==> config.mk <==
export PLATFORM = sky130hd
export DESIGN_NAME = control_unit
export DESIGN_NICKNAME = d
export VERILOG_FILES = /design/src/rtl/cpu_pkg.sv /design/src/rtl/control_unit.sv
export SDC_FILE = /design/constraint.sdc
export NUM_CORES = 1
export LEC_CHECK = 0
export ABC_AREA = 1
export BUFFER_PORTS_ARGS = -buffer_cell sky130_fd_sc_hd__buf_2
export CAP_MARGIN = 30
export CORE_MARGIN = 2
export CORE_UTILIZATION = 40
export DETAILED_ROUTE_END_ITERATION = 12
export GPL_TIMING_DRIVEN = 1
export PLACE_DENSITY = 0.76
export REMOVE_ABC_BUFFERS = 1
export SYNTH_ARGS = -nofsm -noshare
export SYNTH_HDL_FRONTEND = slang
export SYNTH_SLANG_ARGS = --single-unit
==> constraint.sdc <==
create_clock -name clock -period 9.65 [get_ports clock]
set_input_delay 0.965 -clock clock [delete_from_list [all_inputs] [get_ports clock]]
set_output_delay 0.965 -clock clock [all_outputs]
set_load 0.02 [all_outputs]
==> src/rtl/cpu_pkg.sv <==
`default_nettype none

package cpu_pkg;

    localparam int data_width     = 32;
    localparam int reg_count      = 16;
    localparam int reg_addr_width = 4;
    localparam int imm_width      = 19;  // rc field plus the 15-bit tail

    typedef enum logic [2:0] {
        st_t1, st_t2, st_t3, st_t4, st_t5
    } stage_t;

    typedef enum logic [4:0] {
        op_add  = 5'b00011,
        op_sub  = 5'b00100,
        op_and  = 5'b00101,
        op_or   = 5'b00110,
        op_rotr = 5'b00111,
        op_rotl = 5'b01000,
        op_shr  = 5'b01001,
        op_shra = 5'b01010,
        op_shl  = 5'b01011,
        op_addi = 5'b01100,
        op_andi = 5'b01101,
        op_ori  = 5'b01110,
        op_div  = 5'b01111,
        op_mul  = 5'b10000,
        op_neg  = 5'b10001,
        op_not  = 5'b10010,
        op_mflo = 5'b11000,
        op_mfhi = 5'b11001
    } opcode_t;

    typedef enum logic [3:0] {
        alu_add, alu_sub, alu_and, alu_or, alu_rotr, alu_rotl,
        alu_shr, alu_shra, alu_shl, alu_neg, alu_not
    } alu_op_t;

    typedef enum logic [1:0] { md_none, md_mul, md_div } muldiv_op_t;

    typedef enum logic [1:0] { y_alu, y_hi, y_lo } y_sel_t;

    typedef struct packed {
        opcode_t                   op;
        logic [reg_addr_width-1:0] ra;    // destination
        logic [reg_addr_width-1:0] rb;    // first source
        logic [reg_addr_width-1:0] rc;    // second source, or top of the immediate
        logic [14:0]               tail;
    } instr_t;

    typedef struct packed {
        alu_op_t                   alu_op;
        muldiv_op_t                muldiv_op;
        y_sel_t                    y_sel;
        logic                      src2_imm;
        logic [reg_addr_width-1:0] dst;
        logic [reg_addr_width-1:0] src_a;
        logic [reg_addr_width-1:0] src_b;
        logic [data_width-1:0]     imm;          // already sign-extended
        logic                      operand_load; // T2
        logic                      result_load;  // T3
        logic                      wb_cycle;     // T5, every instruction retires here
        logic                      rf_write;
        logic                      hilo_write;
    } ctrl_t;

    typedef struct packed {
        logic [data_width-1:0] hi;
        logic [data_width-1:0] lo;
    } hilo_t;

    typedef struct packed {
        logic                      valid;
        logic                      write;
        logic [reg_addr_width-1:0] dst;
        logic [data_width-1:0]     data;
    } retire_t;

endpackage

`default_nettype wire

==> src/rtl/control_unit.sv <==
`timescale 1ns/1ps
`default_nettype none

module control_unit (
    input  wire logic            clock,
    input  wire logic            rst_n,
    input  wire cpu_pkg::instr_t instr,
    output logic                 instr_load,
    output cpu_pkg::ctrl_t       ctrl
);

    cpu_pkg::stage_t stage;
    cpu_pkg::instr_t ir;
    logic            legal_op;
    logic            writes_hilo;

    always_ff @(posedge clock)
    begin
        if (!rst_n)
            stage <= cpu_pkg::st_t1;
        else
        begin
            case (stage)
                cpu_pkg::st_t1: stage <= cpu_pkg::st_t2;
                cpu_pkg::st_t2: stage <= cpu_pkg::st_t3;
                cpu_pkg::st_t3: stage <= cpu_pkg::st_t4;
                cpu_pkg::st_t4: stage <= cpu_pkg::st_t5;  // memory slot, unused
                default:        stage <= cpu_pkg::st_t1;
            endcase
        end
    end

    assign instr_load = (stage == cpu_pkg::st_t1);

    always_ff @(posedge clock)
    begin
        if (instr_load)
            ir <= instr;
    end

    always_comb
    begin
        ctrl        = '0;
        legal_op    = 1'b1;
        ctrl.dst    = ir.ra;
        ctrl.src_a  = ir.rb;
        ctrl.src_b  = ir.rc;
        ctrl.imm    = {{(cpu_pkg::data_width - cpu_pkg::imm_width){ir.rc[3]}}, ir.rc, ir.tail};
        ctrl.src2_imm = ir.op inside {cpu_pkg::op_addi, cpu_pkg::op_andi, cpu_pkg::op_ori};
        case (ir.op)
            cpu_pkg::op_add, cpu_pkg::op_addi: ctrl.alu_op = cpu_pkg::alu_add;
            cpu_pkg::op_sub:                   ctrl.alu_op = cpu_pkg::alu_sub;
            cpu_pkg::op_and, cpu_pkg::op_andi: ctrl.alu_op = cpu_pkg::alu_and;
            cpu_pkg::op_or, cpu_pkg::op_ori:   ctrl.alu_op = cpu_pkg::alu_or;
            cpu_pkg::op_rotr:                  ctrl.alu_op = cpu_pkg::alu_rotr;
            cpu_pkg::op_rotl:                  ctrl.alu_op = cpu_pkg::alu_rotl;
            cpu_pkg::op_shr:                   ctrl.alu_op = cpu_pkg::alu_shr;
            cpu_pkg::op_shra:                  ctrl.alu_op = cpu_pkg::alu_shra;
            cpu_pkg::op_shl:                   ctrl.alu_op = cpu_pkg::alu_shl;
            cpu_pkg::op_neg:                   ctrl.alu_op = cpu_pkg::alu_neg;
            cpu_pkg::op_not:                   ctrl.alu_op = cpu_pkg::alu_not;
            cpu_pkg::op_mul:                   ctrl.muldiv_op = cpu_pkg::md_mul;
            cpu_pkg::op_div:                   ctrl.muldiv_op = cpu_pkg::md_div;
            cpu_pkg::op_mfhi:                  ctrl.y_sel = cpu_pkg::y_hi;
            cpu_pkg::op_mflo:                  ctrl.y_sel = cpu_pkg::y_lo;
            default:                           legal_op = 1'b0;  // retires as a no-op
        endcase
        writes_hilo = (ctrl.muldiv_op != cpu_pkg::md_none);

        ctrl.operand_load = (stage == cpu_pkg::st_t2);
        ctrl.result_load  = (stage == cpu_pkg::st_t3);
        ctrl.wb_cycle     = (stage == cpu_pkg::st_t5);
        ctrl.rf_write     = ctrl.wb_cycle && legal_op && !writes_hilo;
        ctrl.hilo_write   = ctrl.wb_cycle && writes_hilo;
    end

    // any write closes a pass that started with a load four cycles back
    a_write_after_load: assert property (@(posedge clock) disable iff (!rst_n)
        (ctrl.rf_write || ctrl.hilo_write) |-> $past(instr_load, 4));

    // results are taken the cycle after the operands, never alongside them
    a_operand_then_result: assert property (@(posedge clock) disable iff (!rst_n)
        ctrl.operand_load |-> !ctrl.result_load ##1 (ctrl.result_load && !ctrl.operand_load));

endmodule

`default_nettype wire

==> summary.md, run 1 <==
| Metric | Value |
|---|---|
| Outcome | `complete, no violations` |
| Final Slew Violations | `0` |
| Port Buf Inserts | `slightly above 90` |
| Final Cycle Share | `between 20 and 30%` |
| Clock sinks | `35` |
| RR Startpoint | `stage[0]$_SDFF_PN0_` |
| Leak | `0.936 nW` |
| PostCTS Resize Cnt | `0` |
| Initial antenna violation count | `0` |
| DRC | `0` |
| # IOs | `93` |
| Hold path depth | `1` |
| P&R area growth vs syn | `19.2%` |
| Flop-to-flop setup slack | `8390 ps` |
| Hold_buf cts | `0` |
| DRT antenna net count | `0` |
| Antenna cells | `0` |
| Post-synthesis register bit count | `35` |
| Setup WS pre-CTS | `about 7500 ps` |
| Clk Tree Root Cell | `clkbuf_8` |
| Worst hold path startpoint | `stage[0]$_SDFF_PN0_` |
| Min-Delay Path Class | `register to register` |
| Area share of the largest cell type after synthesis | `between 50 and 60%` |
| Initial core utilization | `41.0%` |
| DRT Pass-1 Iters | `4` |
| Final worst setup slack | `7210 ps` |
| Grt total ovfl | `0` |
| Number of global-route vias before repair | `approximately 950` |
| RSZ-0062 raised after global routing | `false` |
| Met3 routed WL | `487 µm` |
| Min Clock Period, post-route | `between 2000 and 2500 ps` |
| Global-route wire length before repair | `between 4000 and 5000 µm` |
| Share of cells above drive strength 1 | `between 50% and 60%` |
| Min Hold Slack | `around 500 ps` |
| Cell mode on critical path | `nand2_1` |
| Hold path endpoint | `stage[0]$_SDFF_PN0_` |
| Largest net degree at the start of global routing | `34` |
| DRT iter0 DRCs | `19` |
| Post-DR wirelength/cell | `roughly 12 µm` |
| Buf+Inv Stages, Crit Path | `2` |
| Filler cells | `350` |
| Post-Route M1 WL | `around 1000 µm` |
| Largest family of logic cells by synthesized area | `buffers and inverters` |
| Syn Inst Count | `about 140` |
| Die height | `around 68 µm` |
| CP arrival | `approximately 1500 ps` |
| Final WL | `between 2000 and 3000 µm` |
| DP Wirelength | `roughly 2200 µm` |
| Syn_area_per_cell | `approximately 12 µm²` |
| Setup bufs post-CTS | `0` |
| Row count | `23` |
| Largest cells by area after synthesis | `edfxtp_1, buf_4, dfxtp_1, nand2_1, nor2_1` |
| Final setup violation count | `0` |
| Maximum fanout along the worst path | `7` |
| Worst-path cell chain | `inv_2, nand2_1, nand2_1, nand2_1, nand2_1, nor2_1, nor2_1, buf_2` |
| Worst Max-Slew Pin Slew | `roughly 400 ps` |
| Mux cell area share after synthesis | `0%` |
| Nets | `about 230` |
| Total track usage | `between 10% and 20%` |
| Mapped cell area | `1630 µm²` |
| Critical path's slowest cell | `edfxtp_1` |
| Placed cells | `235` |
| Biggest area consumer among synthesized cells | `edfxtp_1` |
| Worst path required time | `between 8000 and 9000 ps` |
| Number of synthesis warnings | `0` |
| R2r endpoint | `ctrl[23]$_DFFE_PP_` |
| Max-slew headroom | `between 70% and 80%` |
| H-tree levels | `2` |
| Vias | `~1000` |
| CP delay by family, top | `flip-flops` |
| Max Root-Sink Buffers | `2` |
| Post-synth cell types | `19` |
| CP Launch Type | `register` |
| Via density per instance | `roughly 4.2` |
| CTS tree | `yes` |
| Worst-path clk slew | `roughly 70 ps` |
| Skew final | `about 4.1 ps` |
| WL met2 | `1280 µm` |
| Seq/Total Area, Yosys | `a little over three fifths` |
| Core ar. | `3970 µm²` |
| Die width | `67.8 µm` |
| Crit Path Class | `register to output port` |
| Max incr delay on CP | `500 ps` |
| Die ar. | `roughly 4600 µm²` |
| Simple-gate portion of the synthesized area | `~12%` |
| Post-synthesis compound-gate area fraction | `~2.8%` |
| Crit end category | `output port` |
| TritonCTS Buffers | `5` |
| Final hold violation count | `0` |
| Top Metal Used | `met4` |
| TNS Setup | `0 ps` |
| Power Density | `just over 200 nW/µm²` |
| Worst r2r path cells | `2` |
| Worst vdd ir | `0.000122 V` |
| Adder-cell share of the synthesized area | `0%` |
| Max Fclk | `409 MHz` |
| Max Cap Viol | `0` |
| Non-Filler Instances | `between 200 and 250` |
| Post-synthesis xor/xnor area fraction | `0%` |
| Worst-Skew Late Latency | `about 280 ps` |
| Placer Congestion | `about 0.84` |
layout make-up:
cell class	count	area [µm²]	share of cell area (%)
clock buffers	5	68.8	3.54
well taps	50	62.6	3.22
inverters	11	42.5	2.19
repair buffers	93	468	24.1
multi-input cells	46	240	12.4
flip-flops and latches	35	1020	52.6
clock inverters	3	38.8	2.00
worst max-delay path by stage:
| stage | start | endpoint | depth (start not counted) |
|---|---|---|---|
| after detailed placement | ir[31]$_DFFE_PP_ | ctrl[54] | 3 |
| after global placement | ir[31]$_DFFE_PP_ | ctrl[1] | 5 |
| after global routing | ir[28]$_DFFE_PP_ | ctrl[1] | 8 |
| final | ir[28]$_DFFE_PP_ | ctrl[1] | 8 |
| after CTS | ir[31]$_DFFE_PP_ | ctrl[54] | 3 |
| after floorplan | stage[0]$_SDFF_PN0_ | instr_load | 1 |
Yosys cell counts:
library cell  count
buf_4            44
o211ai_1          2
nor3_2            1
edfxtp_1         32
nand3b_1          1
dfxtp_1           3
clkinv_2          1
a21oi_1           1
nor2_2            2
o21ai_1           3
nand2_2           2
nor2_1           10
inv_2             5
nor3_1            3
inv_1             5
nand2_1          13
nand3_2           2
a21boi_2          1
nand3_1           5
cells by family after synthesis:
| logic type | count (synthesis) |
|---|---|
| compound gates | 7 |
| buf+inv | 55 |
| flops | 35 |
| simple gates | 39 |
stage by stage:
stage               utilization (%)  power (W)  instance area (µm²)
floorplan                         -   0.000241                 1300
global placement               46.2   0.000271                 1830
detailed placement             46.2   0.000272                 1830
CTS                            48.9   0.000396                 1940
global route                   48.9   0.000409                 1940
finish                         48.9   0.000391                 1940
layout by cell type, fill, tap and decap left out, drive strengths merged, types with 2 or more instances in the layout:
cell,Yosys,final
nand3,7,7
clkinv,1,3
o21ai,3,3
nand2,15,15
inv,10,10
nor2,12,12
nor3,4,4
edfxtp,32,32
buf,44,93
clkbuf,0,5
dfxtp,3,3
o211ai,2,2
layer usage:
| metal | vias to the layer above | GRT usage [%] |
|---|---|---|
| li1 | 518 | - |
| met1 | 444 | 12.3 |
| met2 | 61 | 19.7 |
| met3 | 6 | 10.7 |
| met4 | 0 | 8.25 |
| met5 | - | 0 |
report_power, final:
part / leakage (nW) / internal (W) / switching [W]
logic: 0.540 / 0.0000241 / 0.0000523
clock network: 0.0556 / 0.0000755 / 0.0000478
registers: 0.340 / 0.000184 / 0.00000784
flip-flops by register name, indices dropped and copies added, names as in the netlist:
| signal | cells |
|---|---|
| ctrl | 27 |
| ir | 5 |
| stage | 3 |
Note: power is estimated with default switching activity, not from simulation.
==> run 2, diff against run 1 <==
==> constraint.sdc (replaced) <==
create_clock -name clock -period 2.39 [get_ports clock]
set_input_delay 0.239 -clock clock [delete_from_list [all_inputs] [get_ports clock]]
set_output_delay 0.239 -clock clock [all_outputs]
set_load 0.02 [all_outputs]
==> summary.md, run 2 (synthesis gave the netlist of run 1 again) <==
| Metric | Value |
|---|---|
| Final setup violation count | `0 (unchanged)` |
| Skew final | `4.12 ps (+0.0351 ps)` |
| Post-layout util | `48.2% (-0.69 points)` |
| CP Launch Type | `register` |
| Switching part of the total | `29.1% (+1.5 points)` |
| Clock sinks | `35 (unchanged)` |
| RSZ-0062 raised after global routing | `false` |
| DRT antenna net count | `0 (unchanged)` |
| Vias | `1037 (+0.78%)` |
| Post-DR wirelength/cell | `11.6 µm (-0.11%)` |
| Core ar. | `3970 µm² (unchanged)` |
| Die height | `67.8 µm (unchanged)` |
| Clock group share of total power | `26.0% (-5.5 points)` |
| PostCTS Resize Cnt | `0 (unchanged)` |
| Max-slew headroom | `73.8% (+0.39 points)` |
| Post-route cell area | `1910 µm² (-1.4%)` |
| Worst hold path startpoint | `instr[29]` |
| Most common cell after layout, fill and taps aside | `buf_2` |
| Worst-path clk slew | `60 ps (about the same)` |
| Flop-to-flop setup slack | `1130 ps (-7260 ps)` |
| Initial core utilization | `41.0% (unchanged)` |
| Nets | `226 (unchanged)` |
| TritonCTS Buffers | `5 (unchanged)` |
| Worst Max-Slew Pin Slew | `394 ps (-5.90 ps)` |
| Setup bufs post-CTS | `0 (unchanged)` |
| Hold_buf cts | `0 (unchanged)` |
| Placer Congestion | `0.837 (about the same)` |
| Min Clock Period, post-route | `around 1700 ps` |
| Initial antenna violation count | `0 (unchanged)` |
| Worst vdd ir | `0.000545 V (+350%)` |
| DRC | `0 (unchanged)` |
| Dpl cell area | `1830 µm² (unchanged)` |
| Hold path endpoint | `ir[29]$_DFFE_PP_` |
| P&R area growth vs syn | `17.5%` |
| Maximum fanout along the worst path | `7 (unchanged)` |
| Leading cell types in the layout, fill and taps excluded | `buf_2, edfxtp_1, nand2_1, nor2_1` |
| Clk Tree Root Cell | `clkbuf_8` |
| Port Buf Inserts | `92 (unchanged)` |
| Max Cap Viol | `0 (unchanged)` |
| Worst r2r path cells | `2 (unchanged)` |
| R2r endpoint | `ir[29]$_DFFE_PP_` |
| Seq pwr share | `52.9% (+3.9 points)` |
| DRT Pass-1 Iters | `5 (+1)` |
| Power Density | `764 nW/µm² (+280%)` |
| Non-Filler Instances | `243 (unchanged)` |
| Sw Pwr | `0.000425 W (+290%)` |
| Final Cycle Share | `72.1%` |
| Worst-Skew Late Latency | `280 ps (about the same)` |
| Max Fclk | `approximately 580 MHz` |
| Number of global-route vias before repair | `935 (-1.8%)` |
| Outcome | `complete, no violations` |
| Int Power | `0.00104 W (+270%)` |
| Worst path required time | `2150 ps (-6540 ps)` |
| Largest net degree at the start of global routing | `34 (unchanged)` |
| CP arrival | `1480 ps (about the same)` |
| Global-route wire length before repair | `4260 µm (+2.3%)` |
| Via density per instance | `4.27 (+0.78%)` |
| Final WL | `2820 µm (-0.11%)` |
| H-tree levels | `2 (unchanged)` |
| DP Wirelength | `2210 µm (+0.83%)` |
| Total track usage | `13.3% (+0.14 points)` |
| Logic pwr share | `21.0% (+1.5 points)` |
| Share of cells above drive strength 1 | `58.5% (-1.0 points)` |
| Row count | `23 (unchanged)` |
| Leak | `0.921 nW (-1.6%)` |
| Hold path depth | `1 (unchanged)` |
| Die ar. | `4600 µm² (unchanged)` |
| Max reg flops | `27 (unchanged)` |
| Final hold violation count | `0 (unchanged)` |
| Placed cells | `235 (unchanged)` |
| # IOs | `93 (unchanged)` |
| Die width | `67.8 µm (unchanged)` |
| CTS tree | `yes` |
| Min-Delay Path Class | `input port to register` |
| RR Startpoint | `stage[0]$_SDFF_PN0_` |
| Max Root-Sink Buffers | `2 (unchanged)` |
| Antenna cells | `0 (unchanged)` |
| Crit Path Class | `register to output port` |
| DRT iter0 DRCs | `18 (-1)` |
| Grt total ovfl | `0 (unchanged)` |
| Final Slew Violations | `0 (unchanged)` |
| Crit end category | `output port` |
==> run 2: changes by cell type in the layout (fill, tap and decap cells not counted) <==
cell | before | now
clkinv_2 | 2 | 1
bufinv_16 | 1 | 0
clkinv_1 | 1 | 2
clkbuf_1 | 0 | 1
==> run 2: area by class of cell <==
type                    count  area, µm²
inverters                  11       42.5
flip-flops and latches     35       1020
multi-input cells          46        240
clock inverters             2       7.51
repair buffers             93        468
well taps                  50       62.6
fillers                   359       2060
clock buffers               6       72.6
==> run 2: layer usage <==
| metal | wire length [µm] | track usage, % | up-vias |
|---|---|---|---|
| met5 | 0 | 0 | - |
| li1 | - | - | 519 |
| met4 | 73 | 8.25 | 0 |
| met2 | 1250 | 19.1 | 60 |
| met3 | 503 | 10.2 | 6 |
| met1 | 997 | 13.6 | 452 |
==> run 2: stage by stage <==
step | hold slack [ps] | setup TNS [ps] | worst slack, ps | power (W)
2_1_floorplan | 338 | -35060 | -1070 | 0.000974
3_3_place_gp | 415 | 0 | 996 | 0.00109
3_5_place_dp | 417 | 0 | 974 | 0.00110
4_1_cts | 118 | 0 | 662 | 0.00148
5_1_grt | 111 | 0 | 517 | 0.00154
6_report | 131 | 0 | 667 | 0.00146
==> run 2: power groups by stage <==
stage	clock network [W]	registers, W	logic (W)
global placement	0	0.000785	0.000308
finish	0.000381	0.000775	0.000308
CTS	0.000397	0.000776	0.000312
floorplan	0	0.000888	0.0000862
global route	0.000421	0.000783	0.000334
detailed placement	0	0.000787	0.000312
==> run 2: worst max-delay path by stage <==
| stage | startpoint | to | slack (ps) | cells past startpoint |
|---|---|---|---|---|
| floorplan | stage[0]$_SDFF_PN0_ | ctrl[10]$_DFFE_PP_ | -1070 | 1 |
| CTS | ir[31]$_DFFE_PP_ | ctrl[57] | 660 | 3 |
| finish | ir[28]$_DFFE_PP_ | ctrl[1] | 670 | 8 |
| global route | ir[28]$_DFFE_PP_ | ctrl[1] | 520 | 8 |
| global placement | ir[31]$_DFFE_PP_ | ctrl[1] | 1000 | 5 |
| detailed placement | ir[31]$_DFFE_PP_ | ctrl[57] | 970 | 3 |
==> run 2: worst max-delay path: stages (launching register included) <==
cell and delay [ps]:
edfxtp_1 490, inv_2 110, nand2_1 70, nand2_1 90, nand2_1 80, nand2_1 80, nor2_1 40, nor2_1 80
buf_2 160
==> run 3, diff against run 2 <==
==> constraint.sdc (replaced) <==
create_clock -name clock -period 1.7 [get_ports clock]
set_input_delay 0.17 -clock clock [delete_from_list [all_inputs] [get_ports clock]]
set_output_delay 0.17 -clock clock [all_outputs]
set_load 0.02 [all_outputs]
==> summary.md, run 3 (synthesis gave the netlist of run 1 again) <==
| Metric | Value |
|---|---|
| Clock sinks | `35 (unchanged)` |
| Min-Delay Path Class | `input port to register` |
| Initial antenna violation count | `0 (unchanged)` |
| Final WL | `2790 µm (-1.1%)` |
| Total track usage | `13.2% (-0.066 points)` |
| DRT antenna net count | `0 (unchanged)` |
| Worst path required time | `1530 ps (-620 ps)` |
| Die ar. | `4600 µm² (unchanged)` |
| CTS tree | `yes` |
| Buf+Inv Stages, Crit Path | `2 (unchanged)` |
| Max reg flops | `27 (unchanged)` |
| FF+latch area | `1020 µm² (unchanged)` |
| Crit end category | `output port` |
| Power Density | `1130 nW/µm² (+48%)` |
| Via density per instance | `4.17 (-2.4%)` |
| DRT iter0 DRCs | `35 (+17)` |
| Port Buf Inserts | `92 (unchanged)` |
| Nets | `229 (+1.3%)` |
| Max incr delay on CP | `500 ps (about the same)` |
| Most common cell after layout, fill and taps aside | `buf_2` |
| TritonCTS Buffers | `5 (unchanged)` |
| Initial core utilization | `41.0% (unchanged)` |
| Non-Filler Instances | `246 (+1.2%)` |
| Area of the multi-input gates | `243 µm² (+1.0%)` |
| Final hold violation count | `0 (unchanged)` |
| Maximum fanout along the worst path | `7 (unchanged)` |
| DRC | `0 (unchanged)` |
| Vias | `1025 (-1.2%)` |
| Antenna cells | `0 (unchanged)` |
| Min Clock Period, post-route | `between 1500 and 2000 ps` |
| Outcome | `complete, no violations` |
| RSZ-0062 raised after global routing | `true` |
| DRT Pass-1 Iters | `4 (-1)` |
| Worst-path clk slew | `70 ps (about the same)` |
| Critical path's slowest cell | `edfxtp_1` |
| # IOs | `93 (unchanged)` |
| Crit Path Class | `register to output port` |
| CP arrival | `1460 ps (-20 ps)` |
| Max Cap Viol | `0 (unchanged)` |
| CP Launch Type | `register` |
| Number of global-route vias before repair | `994 (+6.3%)` |
| Worst Max-Slew Pin Slew | `306 ps (-87.7 ps)` |
| Worst hold path startpoint | `instr[17]` |
| Placer Congestion | `0.861 (+2.8%)` |
| Die height | `67.8 µm (unchanged)` |
| Final Cycle Share | `96.0%` |
| Leak | `0.957 nW (+3.9%)` |
| Post-DR wirelength/cell | `11.3 µm (-2.3%)` |
| Max Root-Sink Buffers | `2 (unchanged)` |
| Grt total ovfl | `0 (unchanged)` |
| Worst vdd ir | `0.000730 V (+34%)` |
| P&R area growth vs syn | `21.8%` |
| Largest net degree at the start of global routing | `34 (unchanged)` |
| Worst setup startpoint | `ir[28]$_DFFE_PP_` |
| Cell mode on critical path | `nand2_1` |
| CP delay by family, top | `flip-flops` |
| TNS Setup | `0 ps (unchanged)` |
| Leading cell types in the layout, fill and taps excluded | `buf_2, edfxtp_1, nand2_1, nor2_1` |
| Max-slew headroom | `79.6% (+5.8 points)` |
| Final Slew Violations | `0 (unchanged)` |
| Die width | `67.8 µm (unchanged)` |
| Placed cells | `235 (unchanged)` |
| H-tree levels | `2 (unchanged)` |
| Worst-path cell chain | `inv_2, nand2_1, nand2_1, nand2_1, nand2_1, nor2_2, nor2_1, buf_4` |
| Filler cells | `345 (-3.9%)` |
| Share of cells above drive strength 1 | `60.7% (+2.2 points)` |
| Row count | `23 (unchanged)` |
| Final setup violation count | `0 (unchanged)` |
| DP Wirelength | `2140 µm (-3.5%)` |
| Skew final | `4.02 ps (-0.0965 ps)` |
| Clk Tree Root Cell | `clkbuf_8` |
| Global-route wire length before repair | `4310 µm (+1.3%)` |
| Total power | `0.00225 W (+53%)` |
| Worst-Skew Late Latency | `290 ps (about the same)` |
| Max Fclk | `between 600 and 700 MHz` |
| RR Startpoint | `stage[2]$_SDFF_PN0_` |
| Core ar. | `3970 µm² (unchanged)` |
## run 3: changes by cell type in the layout (fill, tap and decap cells not counted), sizes merged
cell / delta
buf: +3
clkbuf: -1
bufinv: +1
## run 3: area by class of cell
class                   count  area share (%)
well taps                  50            3.15
flip-flops and latches     35            51.5
repair buffers             96            25.6
clock inverters             3            1.95
multi-input cells          46            12.2
clock buffers               5            3.47
inverters                  11            2.14
## run 3: worst paths after layout
| path | endpoint | slack (ps) | cells after the start |
|---|---|---|---|
| setup / recovery | ctrl[1] | 70 | 8 |
| setup reg to reg | ctrl[9]$_DFFE_PP_ | 550 | 2 |
| hold / removal | ctrl[22]$_DFFE_PP_ | 50 | 1 |
| hold reg to reg | stage[2]$_SDFF_PN0_ | 520 | 2 |
## run 3: what timing repair did
action | in CTS | in global routing
endpoints found under the setup margin | 0 | 5
resized for setup | 0 | 3
buffers inserted | 0 | 3
hold buffers | 0 | 0
## run 3: power by group
| part | switching [W] | internal, W | total [W] |
|---|---|---|---|
| logic | 0.000298 | 0.000155 | 0.000453 |
| registers | 0.0000457 | 0.00104 | 0.00109 |
| clock network | 0.000275 | 0.000428 | 0.000703 |
## run 3: through the flow
stage / worst slack (ps) / utilization (%) / area, µm² / hold slack (ps)
2_1_floorplan: -1760 / - / 1300 / 269
3_3_place_gp: 385 / 46.5 / 1850 / 346
3_5_place_dp: 381 / 46.5 / 1850 / 348
4_1_cts: 57.8 / 49.2 / 1950 / 42.7
5_1_grt: -60.2 / 50.0 / 1980 / 42.7
6_report: 67.5 / 50.0 / 1980 / 53.8
## run 3: routing by layer
metal / vias to the layer above / track usage (%) / wire length (µm)
li1: 524 / - / -
met3: 7 / 10.0 / 466
met2: 61 / 19.6 / 1260
met4: 0 / 8.25 / 80
met5: - / 0 / 0
met1: 433 / 13.0 / 983
## run 3: worst reg2reg max path, cell delays in order (launching register included)
cell	delay (ps)
dfxtp_1	350
nor3_2	250
buf_12	230
